<file path="src/logic/irq_pkg.sv">
// Shared types and constants of the interrupt controller
// Covers the interrupt vectors, cause encoding, WFI decode and sleep FSM states
package irq_pkg;

  // ------------------------------
  // Vector and word types
  // ------------------------------

  // One bit per interrupt number, used for requests, mip and mie
  typedef logic [31:0] irq_vec_t;

  // Interrupt number as carried on the acknowledge
  typedef logic [4:0] irq_id_t;

  // Interrupt flag in the top bit, id below it
  typedef logic [5:0] mcause_t;

  // Retired instruction word
  typedef logic [31:0] instr_t;

  // ------------------------------
  // Interrupt map
  // ------------------------------

  // Software 3, timer 7, external 11 and the platform lines 16 to 31
  localparam irq_vec_t IRQ_VALID_MASK = 32'hffff_0888;

  // ------------------------------
  // WFI and sleep
  // ------------------------------

  // Full 32-bit encoding of WFI, no don't-care fields
  localparam instr_t WFI_ENCODING = 32'h1050_0073;

  // Cycles spent in DRAIN before the core is reported asleep
  localparam int unsigned SLEEP_DRAIN_CYCLES = 6;

  // Drain counter wide enough to count up to SLEEP_DRAIN_CYCLES - 1
  localparam int unsigned DRAIN_CNT_W = $clog2(SLEEP_DRAIN_CYCLES);
  typedef logic [DRAIN_CNT_W-1:0] drain_cnt_t;

  // Sleep controller states
  typedef enum logic [1:0] {
    AWAKE,
    DRAIN,
    ASLEEP
  } sleep_state_e;

endpackage

</file>
<file path="src/logic/irq_pending.sv">
// Pending register (mip) sampled from the external request lines
// Reserved interrupt numbers are always read as zero
`timescale 1ns/1ns

module irq_pending (
  input  logic              clk_i,
  input  logic              rst_ni,

  // Level requests from the platform
  input  irq_pkg::irq_vec_t irq_i,

  // Masked pending bits, one cycle behind irq_i
  output irq_pkg::irq_vec_t mip_o
);

  import irq_pkg::*;

  // ------------------------------
  // Pending register
  // ------------------------------

  irq_vec_t mip_q;

  // Requests are levels, so the register simply follows the lines
  // Only bits 3, 7, 11 and 16..31 can ever be set
  always_ff @(posedge clk_i or negedge rst_ni) begin
    if (!rst_ni) begin
      mip_q <= '0;
    end else begin
      mip_q <= irq_i & IRQ_VALID_MASK;
    end
  end

  // Shared by the arbiter, the sleep controller and the top-level port
  assign mip_o = mip_q;

endmodule

</file>
<file path="src/logic/irq_csr.sv">
// Machine-mode interrupt CSRs: mie, mstatus.mie with its saved copy, and mcause
// Updated by software writes, trap entry on acknowledge and trap return
`timescale 1ns/1ns

module irq_csr (
  input  logic              clk_i,
  input  logic              rst_ni,

  // Software write to mie
  input  logic              mie_we_i,
  input  irq_pkg::irq_vec_t mie_wdata_i,

  // Software write to the global enable
  input  logic              mstatus_mie_we_i,
  input  logic              mstatus_mie_wdata_i,

  // Trap return strobe
  input  logic              mret_i,

  // Trap entry from the arbiter
  input  logic              irq_ack_i,
  input  irq_pkg::irq_id_t  irq_id_i,

  output irq_pkg::irq_vec_t mie_o,
  output logic              mstatus_mie_o,
  output irq_pkg::mcause_t  mcause_o
);

  import irq_pkg::*;

  irq_vec_t mie_q;
  logic     mstatus_mie_q;
  // Saved copy of the global enable (mstatus.mpie)
  logic     mstatus_mpie_q;
  mcause_t  mcause_q;

  // ------------------------------
  // Local enables
  // ------------------------------

  // Reserved enables are dropped on write so they always read as zero
  always_ff @(posedge clk_i or negedge rst_ni) begin
    if (!rst_ni) begin
      mie_q <= '0;
    end else if (mie_we_i) begin
      mie_q <= mie_wdata_i & IRQ_VALID_MASK;
    end
  end

  // ------------------------------
  // Global enable and trap state
  // ------------------------------

  // Priority: acknowledge, then return, then software write
  always_ff @(posedge clk_i or negedge rst_ni) begin
    if (!rst_ni) begin
      mstatus_mie_q  <= 1'b0;
      mstatus_mpie_q <= 1'b0;
      mcause_q       <= '0;
    end else if (irq_ack_i) begin
      // Trap entry, interrupts globally off until the handler returns
      mstatus_mpie_q <= mstatus_mie_q;
      mstatus_mie_q  <= 1'b0;
      mcause_q       <= {1'b1, irq_id_i};
    end else if (mret_i) begin
      // Restore the enable; saved copy goes back to 1 as on a real mret
      mstatus_mie_q  <= mstatus_mpie_q;
      mstatus_mpie_q <= 1'b1;
    end else if (mstatus_mie_we_i) begin
      mstatus_mie_q  <= mstatus_mie_wdata_i;
    end
  end

  assign mie_o         = mie_q;
  assign mstatus_mie_o = mstatus_mie_q;
  assign mcause_o      = mcause_q;

endmodule

</file>
<file path="src/logic/irq_arbiter.sv">
// Fixed-priority interrupt arbiter with a registered acknowledge pulse
// Order is 31 down to 16, then 11, then 3, then 7
`timescale 1ns/1ns

module irq_arbiter (
  input  logic              clk_i,
  input  logic              rst_ni,

  // Pending and enable state from the sampler and CSR file
  input  irq_pkg::irq_vec_t mip_i,
  input  irq_pkg::irq_vec_t mie_i,
  input  logic              mstatus_mie_i,

  // One-cycle acknowledge with the winning id
  output logic              irq_ack_o,
  output irq_pkg::irq_id_t  irq_id_o
);

  import irq_pkg::*;

  irq_vec_t pend_en;
  logic     sel_valid;
  irq_id_t  sel_id;
  logic     take;

  logic     irq_ack_q;
  irq_id_t  irq_id_q;

  // Only requests that are both pending and locally enabled compete
  assign pend_en = mip_i & mie_i;

  // ------------------------------
  // Priority select
  // ------------------------------

  // Lowest priority is checked first so higher ones overwrite it
  always_comb begin
    sel_valid = 1'b0;
    sel_id    = '0;
    if (pend_en[7]) begin
      sel_valid = 1'b1;
      sel_id    = irq_id_t'(7);
    end
    if (pend_en[3]) begin
      sel_valid = 1'b1;
      sel_id    = irq_id_t'(3);
    end
    if (pend_en[11]) begin
      sel_valid = 1'b1;
      sel_id    = irq_id_t'(11);
    end
    // Platform lines, 31 ends up on top
    for (int i = 16; i < 32; i++) begin
      if (pend_en[i]) begin
        sel_valid = 1'b1;
        sel_id    = irq_id_t'(i);
      end
    end
  end

  // Global enable still reads 1 during the ack cycle, so the previous
  // ack blocks a back-to-back request until trap entry lands
  assign take = sel_valid && mstatus_mie_i && !irq_ack_q;

  // ------------------------------
  // Acknowledge register
  // ------------------------------

  always_ff @(posedge clk_i or negedge rst_ni) begin
    if (!rst_ni) begin
      irq_ack_q <= 1'b0;
    end else begin
      irq_ack_q <= take;
    end
  end

  // Id only meaningful while the ack is high
  always_ff @(posedge clk_i) begin
    if (take) begin
      irq_id_q <= sel_id;
    end
  end

  assign irq_ack_o = irq_ack_q;
  assign irq_id_o  = irq_id_q;

endmodule

</file>
<file path="src/logic/wfi_sleep.sv">
// WFI detector and sleep FSM with a fixed drain period
// Wakes on any pending, locally enabled request or on a debug request
`timescale 1ns/1ns

module wfi_sleep (
  input  logic              clk_i,
  input  logic              rst_ni,

  // Retire port
  input  logic              instr_valid_i,
  input  irq_pkg::instr_t   instr_i,

  // Wake sources
  input  irq_pkg::irq_vec_t mip_i,
  input  irq_pkg::irq_vec_t mie_i,
  input  logic              debug_req_i,

  output logic              core_sleep_o
);

  import irq_pkg::*;

  sleep_state_e state_q, state_d;
  drain_cnt_t   cnt_q, cnt_d;
  logic         core_sleep_q;

  logic wfi_retired;
  logic wake;

  // Exact match, WFI has no operand fields
  assign wfi_retired = instr_valid_i && (instr_i == WFI_ENCODING);

  // Global enable plays no part here, as WFI wakes on local enables only
  assign wake = (|(mip_i & mie_i)) || debug_req_i;

  // ------------------------------
  // Next state
  // ------------------------------

  always_comb begin
    state_d = state_q;
    cnt_d   = cnt_q;
    case (state_q)
      AWAKE: begin
        // A WFI with a wake source already present retires as a nop
        if (wfi_retired && !wake) begin
          state_d = DRAIN;
          cnt_d   = '0;
        end
      end
      DRAIN: begin
        if (wake) begin
          state_d = AWAKE;
        end else if (cnt_q == drain_cnt_t'(SLEEP_DRAIN_CYCLES - 1)) begin
          state_d = ASLEEP;
        end else begin
          cnt_d = cnt_q + 1'b1;
        end
      end
      ASLEEP: begin
        if (wake) begin
          state_d = AWAKE;
        end
      end
      default: state_d = AWAKE;
    endcase
  end

  // ------------------------------
  // State registers
  // ------------------------------

  // Sleep flag follows the next state so it rises and falls with ASLEEP
  always_ff @(posedge clk_i or negedge rst_ni) begin
    if (!rst_ni) begin
      state_q      <= AWAKE;
      cnt_q        <= '0;
      core_sleep_q <= 1'b0;
    end else begin
      state_q      <= state_d;
      cnt_q        <= cnt_d;
      core_sleep_q <= (state_d == ASLEEP);
    end
  end

  assign core_sleep_o = core_sleep_q;

endmodule

</file>
<file path="src/logic/irq_ctrl_top.sv">
// Top level of the machine-mode interrupt controller
// Connects the pending sampler, CSR file, arbiter and sleep controller
`timescale 1ns/1ns

module irq_ctrl_top (
  input  logic              clk_i,
  input  logic              rst_ni,

  // External requests
  input  irq_pkg::irq_vec_t irq_i,

  // CSR write strobes
  input  logic              mie_we_i,
  input  irq_pkg::irq_vec_t mie_wdata_i,
  input  logic              mstatus_mie_we_i,
  input  logic              mstatus_mie_wdata_i,
  input  logic              mret_i,

  // Retired instructions and debug
  input  logic              instr_valid_i,
  input  irq_pkg::instr_t   instr_i,
  input  logic              debug_req_i,

  // Acknowledge and CSR state
  output logic              irq_ack_o,
  output irq_pkg::irq_id_t  irq_id_o,
  output irq_pkg::irq_vec_t mip_o,
  output irq_pkg::irq_vec_t mie_o,
  output logic              mstatus_mie_o,
  output irq_pkg::mcause_t  mcause_o,

  output logic              core_sleep_o
);

  import irq_pkg::*;

  irq_vec_t mip;
  irq_vec_t mie;
  logic     mstatus_mie;
  mcause_t  mcause;
  logic     irq_ack;
  irq_id_t  irq_id;

  // ------------------------------
  // Producer and CSR file
  // ------------------------------

  irq_pending i_irq_pending (
    .clk_i  (clk_i),
    .rst_ni (rst_ni),
    .irq_i  (irq_i),
    .mip_o  (mip)
  );

  // Acknowledge doubles as the trap-entry strobe
  irq_csr i_irq_csr (
    .clk_i               (clk_i),
    .rst_ni              (rst_ni),
    .mie_we_i            (mie_we_i),
    .mie_wdata_i         (mie_wdata_i),
    .mstatus_mie_we_i    (mstatus_mie_we_i),
    .mstatus_mie_wdata_i (mstatus_mie_wdata_i),
    .mret_i              (mret_i),
    .irq_ack_i           (irq_ack),
    .irq_id_i            (irq_id),
    .mie_o               (mie),
    .mstatus_mie_o       (mstatus_mie),
    .mcause_o            (mcause)
  );

  // ------------------------------
  // Consumers
  // ------------------------------

  irq_arbiter i_irq_arbiter (
    .clk_i         (clk_i),
    .rst_ni        (rst_ni),
    .mip_i         (mip),
    .mie_i         (mie),
    .mstatus_mie_i (mstatus_mie),
    .irq_ack_o     (irq_ack),
    .irq_id_o      (irq_id)
  );

  wfi_sleep i_wfi_sleep (
    .clk_i         (clk_i),
    .rst_ni        (rst_ni),
    .instr_valid_i (instr_valid_i),
    .instr_i       (instr_i),
    .mip_i         (mip),
    .mie_i         (mie),
    .debug_req_i   (debug_req_i),
    .core_sleep_o  (core_sleep_o)
  );

  assign irq_ack_o     = irq_ack;
  assign irq_id_o      = irq_id;
  assign mip_o         = mip;
  assign mie_o         = mie;
  assign mstatus_mie_o = mstatus_mie;
  assign mcause_o      = mcause;

endmodule

</file>
<file path="config.mk">
export PLATFORM = sky130hd
export DESIGN_NAME = irq_ctrl_top
export DESIGN_NICKNAME = d
export VERILOG_FILES = /design/src/logic/irq_pkg.sv /design/src/logic/irq_pending.sv /design/src/logic/irq_csr.sv /design/src/logic/irq_arbiter.sv /design/src/logic/wfi_sleep.sv /design/src/logic/irq_ctrl_top.sv
export SDC_FILE = /design/constraint.sdc
export NUM_CORES = 1
export LEC_CHECK = 0
export BUFFER_PORTS_ARGS = -buffer_cell sky130_fd_sc_hd__buf_2
export CELL_PAD_IN_SITES_DETAIL_PLACEMENT = 1
export CELL_PAD_IN_SITES_GLOBAL_PLACEMENT = 1
export CORE_MARGIN = 2
export CORE_UTILIZATION = 30
export CTS_BUF_LIST = sky130_fd_sc_hd__clkbuf_2 sky130_fd_sc_hd__clkbuf_4 sky130_fd_sc_hd__clkbuf_8
export CTS_CLUSTER_DIAMETER = 60
export DETAILED_ROUTE_END_ITERATION = 10
export PLACE_DENSITY_LB_ADDON = 0.08
export SKIP_LAST_GASP = 1
export SYNTH_ARGS = -nofsm -noshare
export SYNTH_HDL_FRONTEND = slang
export SYNTH_SLANG_ARGS = --single-unit
</file>
<file path="constraint.sdc">
create_clock -name clk_i -period 2.8 [get_ports clk_i]
set_clock_uncertainty 0.15 [all_clocks]
set_input_delay 0.56 -clock clk_i [delete_from_list [all_inputs] [get_ports clk_i]]
set_output_delay 0.56 -clock clk_i [all_outputs]
set_load 0.005 [all_outputs]
</file>
; Yosys cells after proc, flatten, opt, wreduce, memory -nomap -nowiden
; Index checks and enable logic that the tools add are counted.
[totals]
regBits = 58
latchBits = 0
ramBits = 0
mem_bits_ro = 0
out_inout_bits = 78
wordCells = 92
memories = 0
[classes]
n_addsub = 1
mul = 0
n_div = 0
order_cmp = 0
n_eq_ne = 8
shifts = 0
mux = 51
bitwise = 1
n_reduce_logical = 17
[ops]
columns = op, count
row1 = 4-bit two-way mux, 9
row2 = 32-bit AND, 1
row3 = "32-bit by 29-bit == test with 1-bit output, second input constant", 1
row4 = 32-bit OR reduction, 1
row5 = 3-bit two-way mux, 9
row6 = 1-bit two-way mux, 25
row7 = 16-bit OR reduction, 1
row8 = 2-bit two-way mux, 6
row9 = 8-bit OR reduction, 1
row10 = 2-bit one-hot mux with 3 select lines, 1
row11 = 3-bit one-hot mux with 2 select lines, 1
row12 = "2-bit == test, second input constant", 2
row13 = 1-bit logical AND, 4
row14 = "2-bit inequality test, second input constant", 2
row15 = 4-bit AND reduction, 1
row16 = 2-bit nonzero test, 2
row17 = 4-bit OR reduction, 1
row18 = "3-bit by 1-bit adder with 3-bit output, second input constant", 1
row19 = "3-bit == test, second input constant", 1
row20 = 3-bit nonzero test, 1
row21 = "2-bit by 1-bit == test with 1-bit output, second input constant", 1
row22 = 1-bit logical NOT, 2
row23 = 2-bit logical NOT, 1
row24 = "2-bit by 1-bit inequality test with 1-bit output, second input constant", 1
row25 = other kinds (2), 2

; Logic depth before layout (Yosys ltp)
[depth]
depth_word = 22
depth_mapped = 8
depth_no_buf = 8

; Cells and area by module
; Synthesis repeated with hierarchy kept, for this count alone.
[hier_totals]
hier_cells = 234
hier_area_um2 = 2839.0
[modules_own_cells]
columns = module, n_inst, cells_each, area_per_inst_um2
row1 = irq_csr, 1, 76, 1167.4
row2 = wfi_sleep, 1, 68, 618.1
row3 = irq_pending, 1, 33, 576.8
row4 = irq_arbiter, 1, 57, 476.7

; Worst setup path after synthesis
; No wires, ideal clock.
[synth_timing]
kind = reg2reg
from = register i_irq_pending.mip_q[18] (netlist: i_irq_pending.mip_o[18])
to = register i_wfi_sleep.cnt_q[2]
setup_time_ns = 0.121
arrival_time_ns = 2.289
t_required_ns = 2.529
path_slack_ns = 0.240
stages_incl_launch_ff = 6
n_path_buf = 0
period_less_slack_ns = 2.560
cell_sequence = dfrtp_1 a22o_1 or4_4 or4b_4 or3_4 a22o_1
[synth_via]
elab_chain_cells = 7
elab_cells_between_ends = 8
cone_classes = eq/ne (2) / bitwise (1) / reduce/logical (5)
[synth_rtl]
columns = element, line
row1 = start: declaration, irq_pending.sv:22  ; irq_vec_t mip_q;
row2 = start signal: assignment, irq_pending.sv:30  ; mip_q <= irq_i & IRQ_VALID_MASK;
row3 = 32-bit AND *, wfi_sleep.sv:34  ; assign wake = (|(mip_i & mie_i)) || debug_req_i;
row4 = 32-bit OR reduction *, wfi_sleep.sv:34
row5 = 1-bit logical OR *, wfi_sleep.sv:34
row6 = 1-bit logical NOT, wfi_sleep.sv:46  ; if (wfi_retired && !wake) begin
row7 = 1-bit logical AND, wfi_sleep.sv:46
row8 = 2-bit by 1-bit inequality test with 1-bit output (no line), --
row9 = 4-bit AND reduction (no line) *, --
row10 = end signal: assignment, wfi_sleep.sv:81  ; cnt_q <= cnt_d;
row11 = end: declaration, wfi_sleep.sv:24  ; drain_cnt_t cnt_q, cnt_d;
; Mark *: on every way between the ends. The rest lies on a longest branch, timed or not.
; A chain may end at the register's enable or synchronous reset.

; Worst setup path in the final report
[layout_timing]
from = register i_irq_csr.mie_q[18] (netlist: i_irq_csr.mie_o[18])
to = register i_wfi_sleep.cnt_q[2]
[layout_via]
elab_chain_cells = 7
elab_cells_between_ends = 8
cone_classes = eq/ne (2) / bitwise (1) / reduce/logical (5)
[layout_rtl]
columns = element, line
row1 = start: declaration, irq_csr.sv:31  ; irq_vec_t mie_q;
row2 = start signal: assignment, irq_csr.sv:46  ; mie_q <= mie_wdata_i & IRQ_VALID_MASK;
row3 = 32-bit AND *, wfi_sleep.sv:34
row4 = 32-bit OR reduction *, wfi_sleep.sv:34
row5 = 1-bit logical OR *, wfi_sleep.sv:34
row6 = 1-bit logical NOT, wfi_sleep.sv:46
row7 = 1-bit logical AND, wfi_sleep.sv:46
row8 = 2-bit by 1-bit inequality test with 1-bit output (no line), --
row9 = 4-bit AND reduction (no line) *, --
; Marks and branches as above.

==> metrics.txt <==
sum of negative setup slack=0 ns; fraction of layout instances using a drive strength above 1=a little over half; placed inst area=around 0.0032 mm^2; Arr. time, crit path=approximately 2.8 ns; worst vdd ir=about 0.33 mV; buffer count from post-CTS setup fixing=0; Yosys reg bits=58; synthesis warning total=0; starting DRC count in detailed routing=44; leakage component of the power=~1.7 nW; most instantiated flip-flop cell in the synthesis netlist=dfrtp_1; source of the worst register-to-register timing path=i_irq_csr.mie_o[18]$_DFFE_PN0P_; minimum setup slack after placement=approximately 0.12 ns; largest family of logic cells by synthesized area=multiplexers; Hold-fix buffers, CTS=0; via count of the first global-routing pass=about 2.1k; fraction of synthesized area in multiplexers=approximately 11%; fin worst setup slack=0.127 ns; unrepaired setup endpoints after global routing=no; growth of design area from synthesis to finish=36.2%; worst max-slew margin expressed relative to the limit=between 40% and 50%; worst setup path startpoint=i_irq_csr.mie_o[18]$_DFFE_PN0P_; Post-Syn Instances=200; Post-Route Hold Slack=about 0.17 ns; Placeable Area=between 0.008 and 0.009 mm^2; root buffer cell=clkbuf_8; cell area after technology mapping=about 0.0025 mm^2; Die X-Extent=96.1 um; adder and majority gate portion of the synthesized area=0.983%; antenna violations before repair=0; TritonCTS clock tree=yes; required time reported for the critical path endpoint=2.87 ns; chip height=around 96 um; Reg2Reg Setup Slack=approximately 0.13 ns; number of placed instances, taps included=roughly 430; antenna fix cells=0; count of nets left with antenna violations after detail routing=0; buffer levels on the longest clock path=2; pin count of the biggest net entering global routing=54; FMAX=about 370 MHz; post-synthesis share of cell area spent on and, or, nand and nor gates=a little under an eighth; commonest non-fill, non-tap cell in the layout=buf_2; DRC violation count after routing=0; clock buffers created by TritonCTS=9; routed len/inst=~14 um; async set-reset flop share out of synthesis=about nine tenths; final count of hold timing violations=0; Finish-stage setup viols=0; worst min path class=input port to register; Worst Tran Pin Value=0.767 ns; largest fanout of any net on the critical path=5; CTS-repair resized insts=0; remaining global-route overflow=0; Post-Synthesis Mean Instance Area=between 10 and 15 um^2; deepest level of the CTS H-tree=3; register area share after synthesis=a little under 60%; vias per inst=approximately 4.6; Design Area, Final=~0.0035 mm^2; post-route non-filler standard cell count=roughly 450; fin crit share=95.4%; clock-pin slew reported for the worst setup and hold paths after clock tree synthesis=0.07 ns; critical path's most frequent cell=a22o_1; FF/Latch Area=0.00148 mm^2; cell breakdown of the critical path=a22o_1, or4_4, or4b_4, or3_4, a22o_1; Port-buffer cells=between 100 and 150; number of flops mapped to enable cells by yosys=5; commonest cells after routing, fill and taps aside=129 x buf_2, 53 x dfrtp_1, 26 x conb_1; count of standard-cell rows=33; area of combinational cells with multiple inputs=about 950 um^2; overall track demand over capacity in global routing=14.5%; final number of max-transition violations=0; slowest stage delay, CP=roughly 0.56 ns; share of the synthesized area in compound gates (AO/OA/AOI/OAI)=9.68%; Filler Cells Inserted=965; xor-xnor portion of the synthesized cell area=0%; Final min period=2.67 ns; startpoint type of the worst setup path=register; slowest stage cell on the critical path=or4_4; reg2reg path depth=5; vias after detailed routing=roughly 2.1k; total of max-cap violations=0; capture point of the critical path=i_wfi_sleep.cnt_q[2]$_DFFE_PN0P_; cell area power density=slightly below 700 mW/mm^2; distinct cell type count after synthesis=42; status=complete, no violations; final HPWL from detailed placement=roughly 5000 um; Initial Util=31.0%; r2r endpoint=i_wfi_sleep.cnt_q[2]$_DFFE_PN0P_; iteration count of the initial detailed-routing pass=4; total wirelength of the detailed-routed design=~6400 um; total number of nets in the final design=~440; class of the most critical setup path=register to register; gpl congestion=between 0.6 and 0.7; CTS Sinks=between 50 and 60; CP Capture Type=register; wire length of the first global-routing pass=approximately 9800 um; # IOs=around 180; worst-skew pair later-pin latency=approximately 0.34 ns; total die area=about 0.0092 mm^2
routing by layer:
| metal | part of all wire [%] | GRT usage (%) |
|---|---|---|
| met4 | 1.4 | 6.79 |
| met1 | 41 | 16.6 |
| met3 | 12 | 5.95 |
| met5 | 0 | 0 |
| met2 | 46 | 23.4 |
how the worst min path moves through the flow:
stage	cells past startpoint	endpoint	start	slack, ns
floorplan	0	i_irq_arbiter.irq_ack_o$_DFF_PN0_	rst_ni	0.11
global placement	1	i_irq_csr.mcause_o[5]$_DFFE_PN0P_	i_irq_csr.mcause_o[5]$_DFFE_PN0P_	0.30
detailed placement	1	i_irq_csr.mcause_o[5]$_DFFE_PN0P_	i_irq_csr.mcause_o[5]$_DFFE_PN0P_	0.30
CTS	1	i_irq_pending.mip_o[28]$_DFF_PN0_	irq_i[28]	0.16
global route	1	i_irq_pending.mip_o[7]$_DFF_PN0_	irq_i[7]	0.15
finish	1	i_irq_pending.mip_o[28]$_DFF_PN0_	irq_i[28]	0.17
cells by family (layout without fill, tap and decap cells):
logic type      Yosys count  after routing
compound gates           33             33
fa+ha+maj                 2              2
buf+inv                  31            149
flops                    58             58
mux                      26             26
other cells               1             26
simple gates             49             49
where the power goes:
group          switching (mW)  total, mW  leakage [nW]  internal [mW]
combinational           0.165      0.374         0.895          0.210
sequential             0.0927       1.06         0.662          0.967
clock                   0.332      0.942         0.120          0.610
total                   0.590       2.38          1.68           1.79
flip-flops by register name, summed over array words and instances, names as in the netlist:
name                      flops
i_irq_csr.mcause_o            6
i_wfi_sleep.core_sleep_o      1
i_irq_arbiter.irq_id_o        5
i_irq_csr.mie_o              19
i_wfi_sleep.state_q           2
i_irq_arbiter.irq_ack_o       1
i_irq_pending.mip_o          19
i_wfi_sleep.cnt_q             3
i_irq_csr.mstatus_mpie_q      1
i_irq_csr.mstatus_mie_o       1
area by class of cell:
| class | count | area share, % |
|---|---|---|
| clock buffers | 11 | 4.01 |
| clock inverters | 5 | 2.96 |
| inverters | 2 | 0.217 |
| multi-input cells | 136 | 27.4 |
| flip-flops and latches | 58 | 42.6 |
| well taps | 105 | 3.79 |
| repair buffers | 131 | 19.1 |
critical path: cells and delay by family (launching register included):
| family | cells | cell delay [ns] |
|---|---|---|
| AO/OA/AOI/OAI | 2 | 0.49 |
| AND/OR/NAND/NOR | 3 | 1.49 |
| flip-flops | 1 | 0.41 |
synth_stat cells (3+ instances only):
| master | n | area, um^2 |
|---|---|---|
| nand4_1 | 3 | 18.8 |
| a22o_1 | 7 | 61.3 |
| nand3_1 | 3 | 15.0 |
| a21oi_1 | 7 | 35.0 |
| edfxtp_1 | 5 | 150 |
| nand2_1 | 15 | 56.3 |
| nor3_1 | 3 | 15.0 |
| nand2b_1 | 3 | 18.8 |
| o21ai_0 | 3 | 15.0 |
| nor4_1 | 4 | 25.0 |
| mux2_2 | 24 | 270 |
| a22oi_1 | 5 | 37.5 |
| clkbuf_1 | 3 | 11.3 |
| nor2_1 | 3 | 11.3 |
| dfrtp_1 | 53 | 1330 |
| buf_4 | 26 | 195 |
through the flow:
stage	util, %	total power [mW]
floorplan	-	1.26
global placement	39.3	1.45
detailed placement	39.3	1.46
CTS	42.2	2.41
global route	42.2	2.52
finish	42.2	2.38
Note: power is estimated with default switching activity, not from simulation.
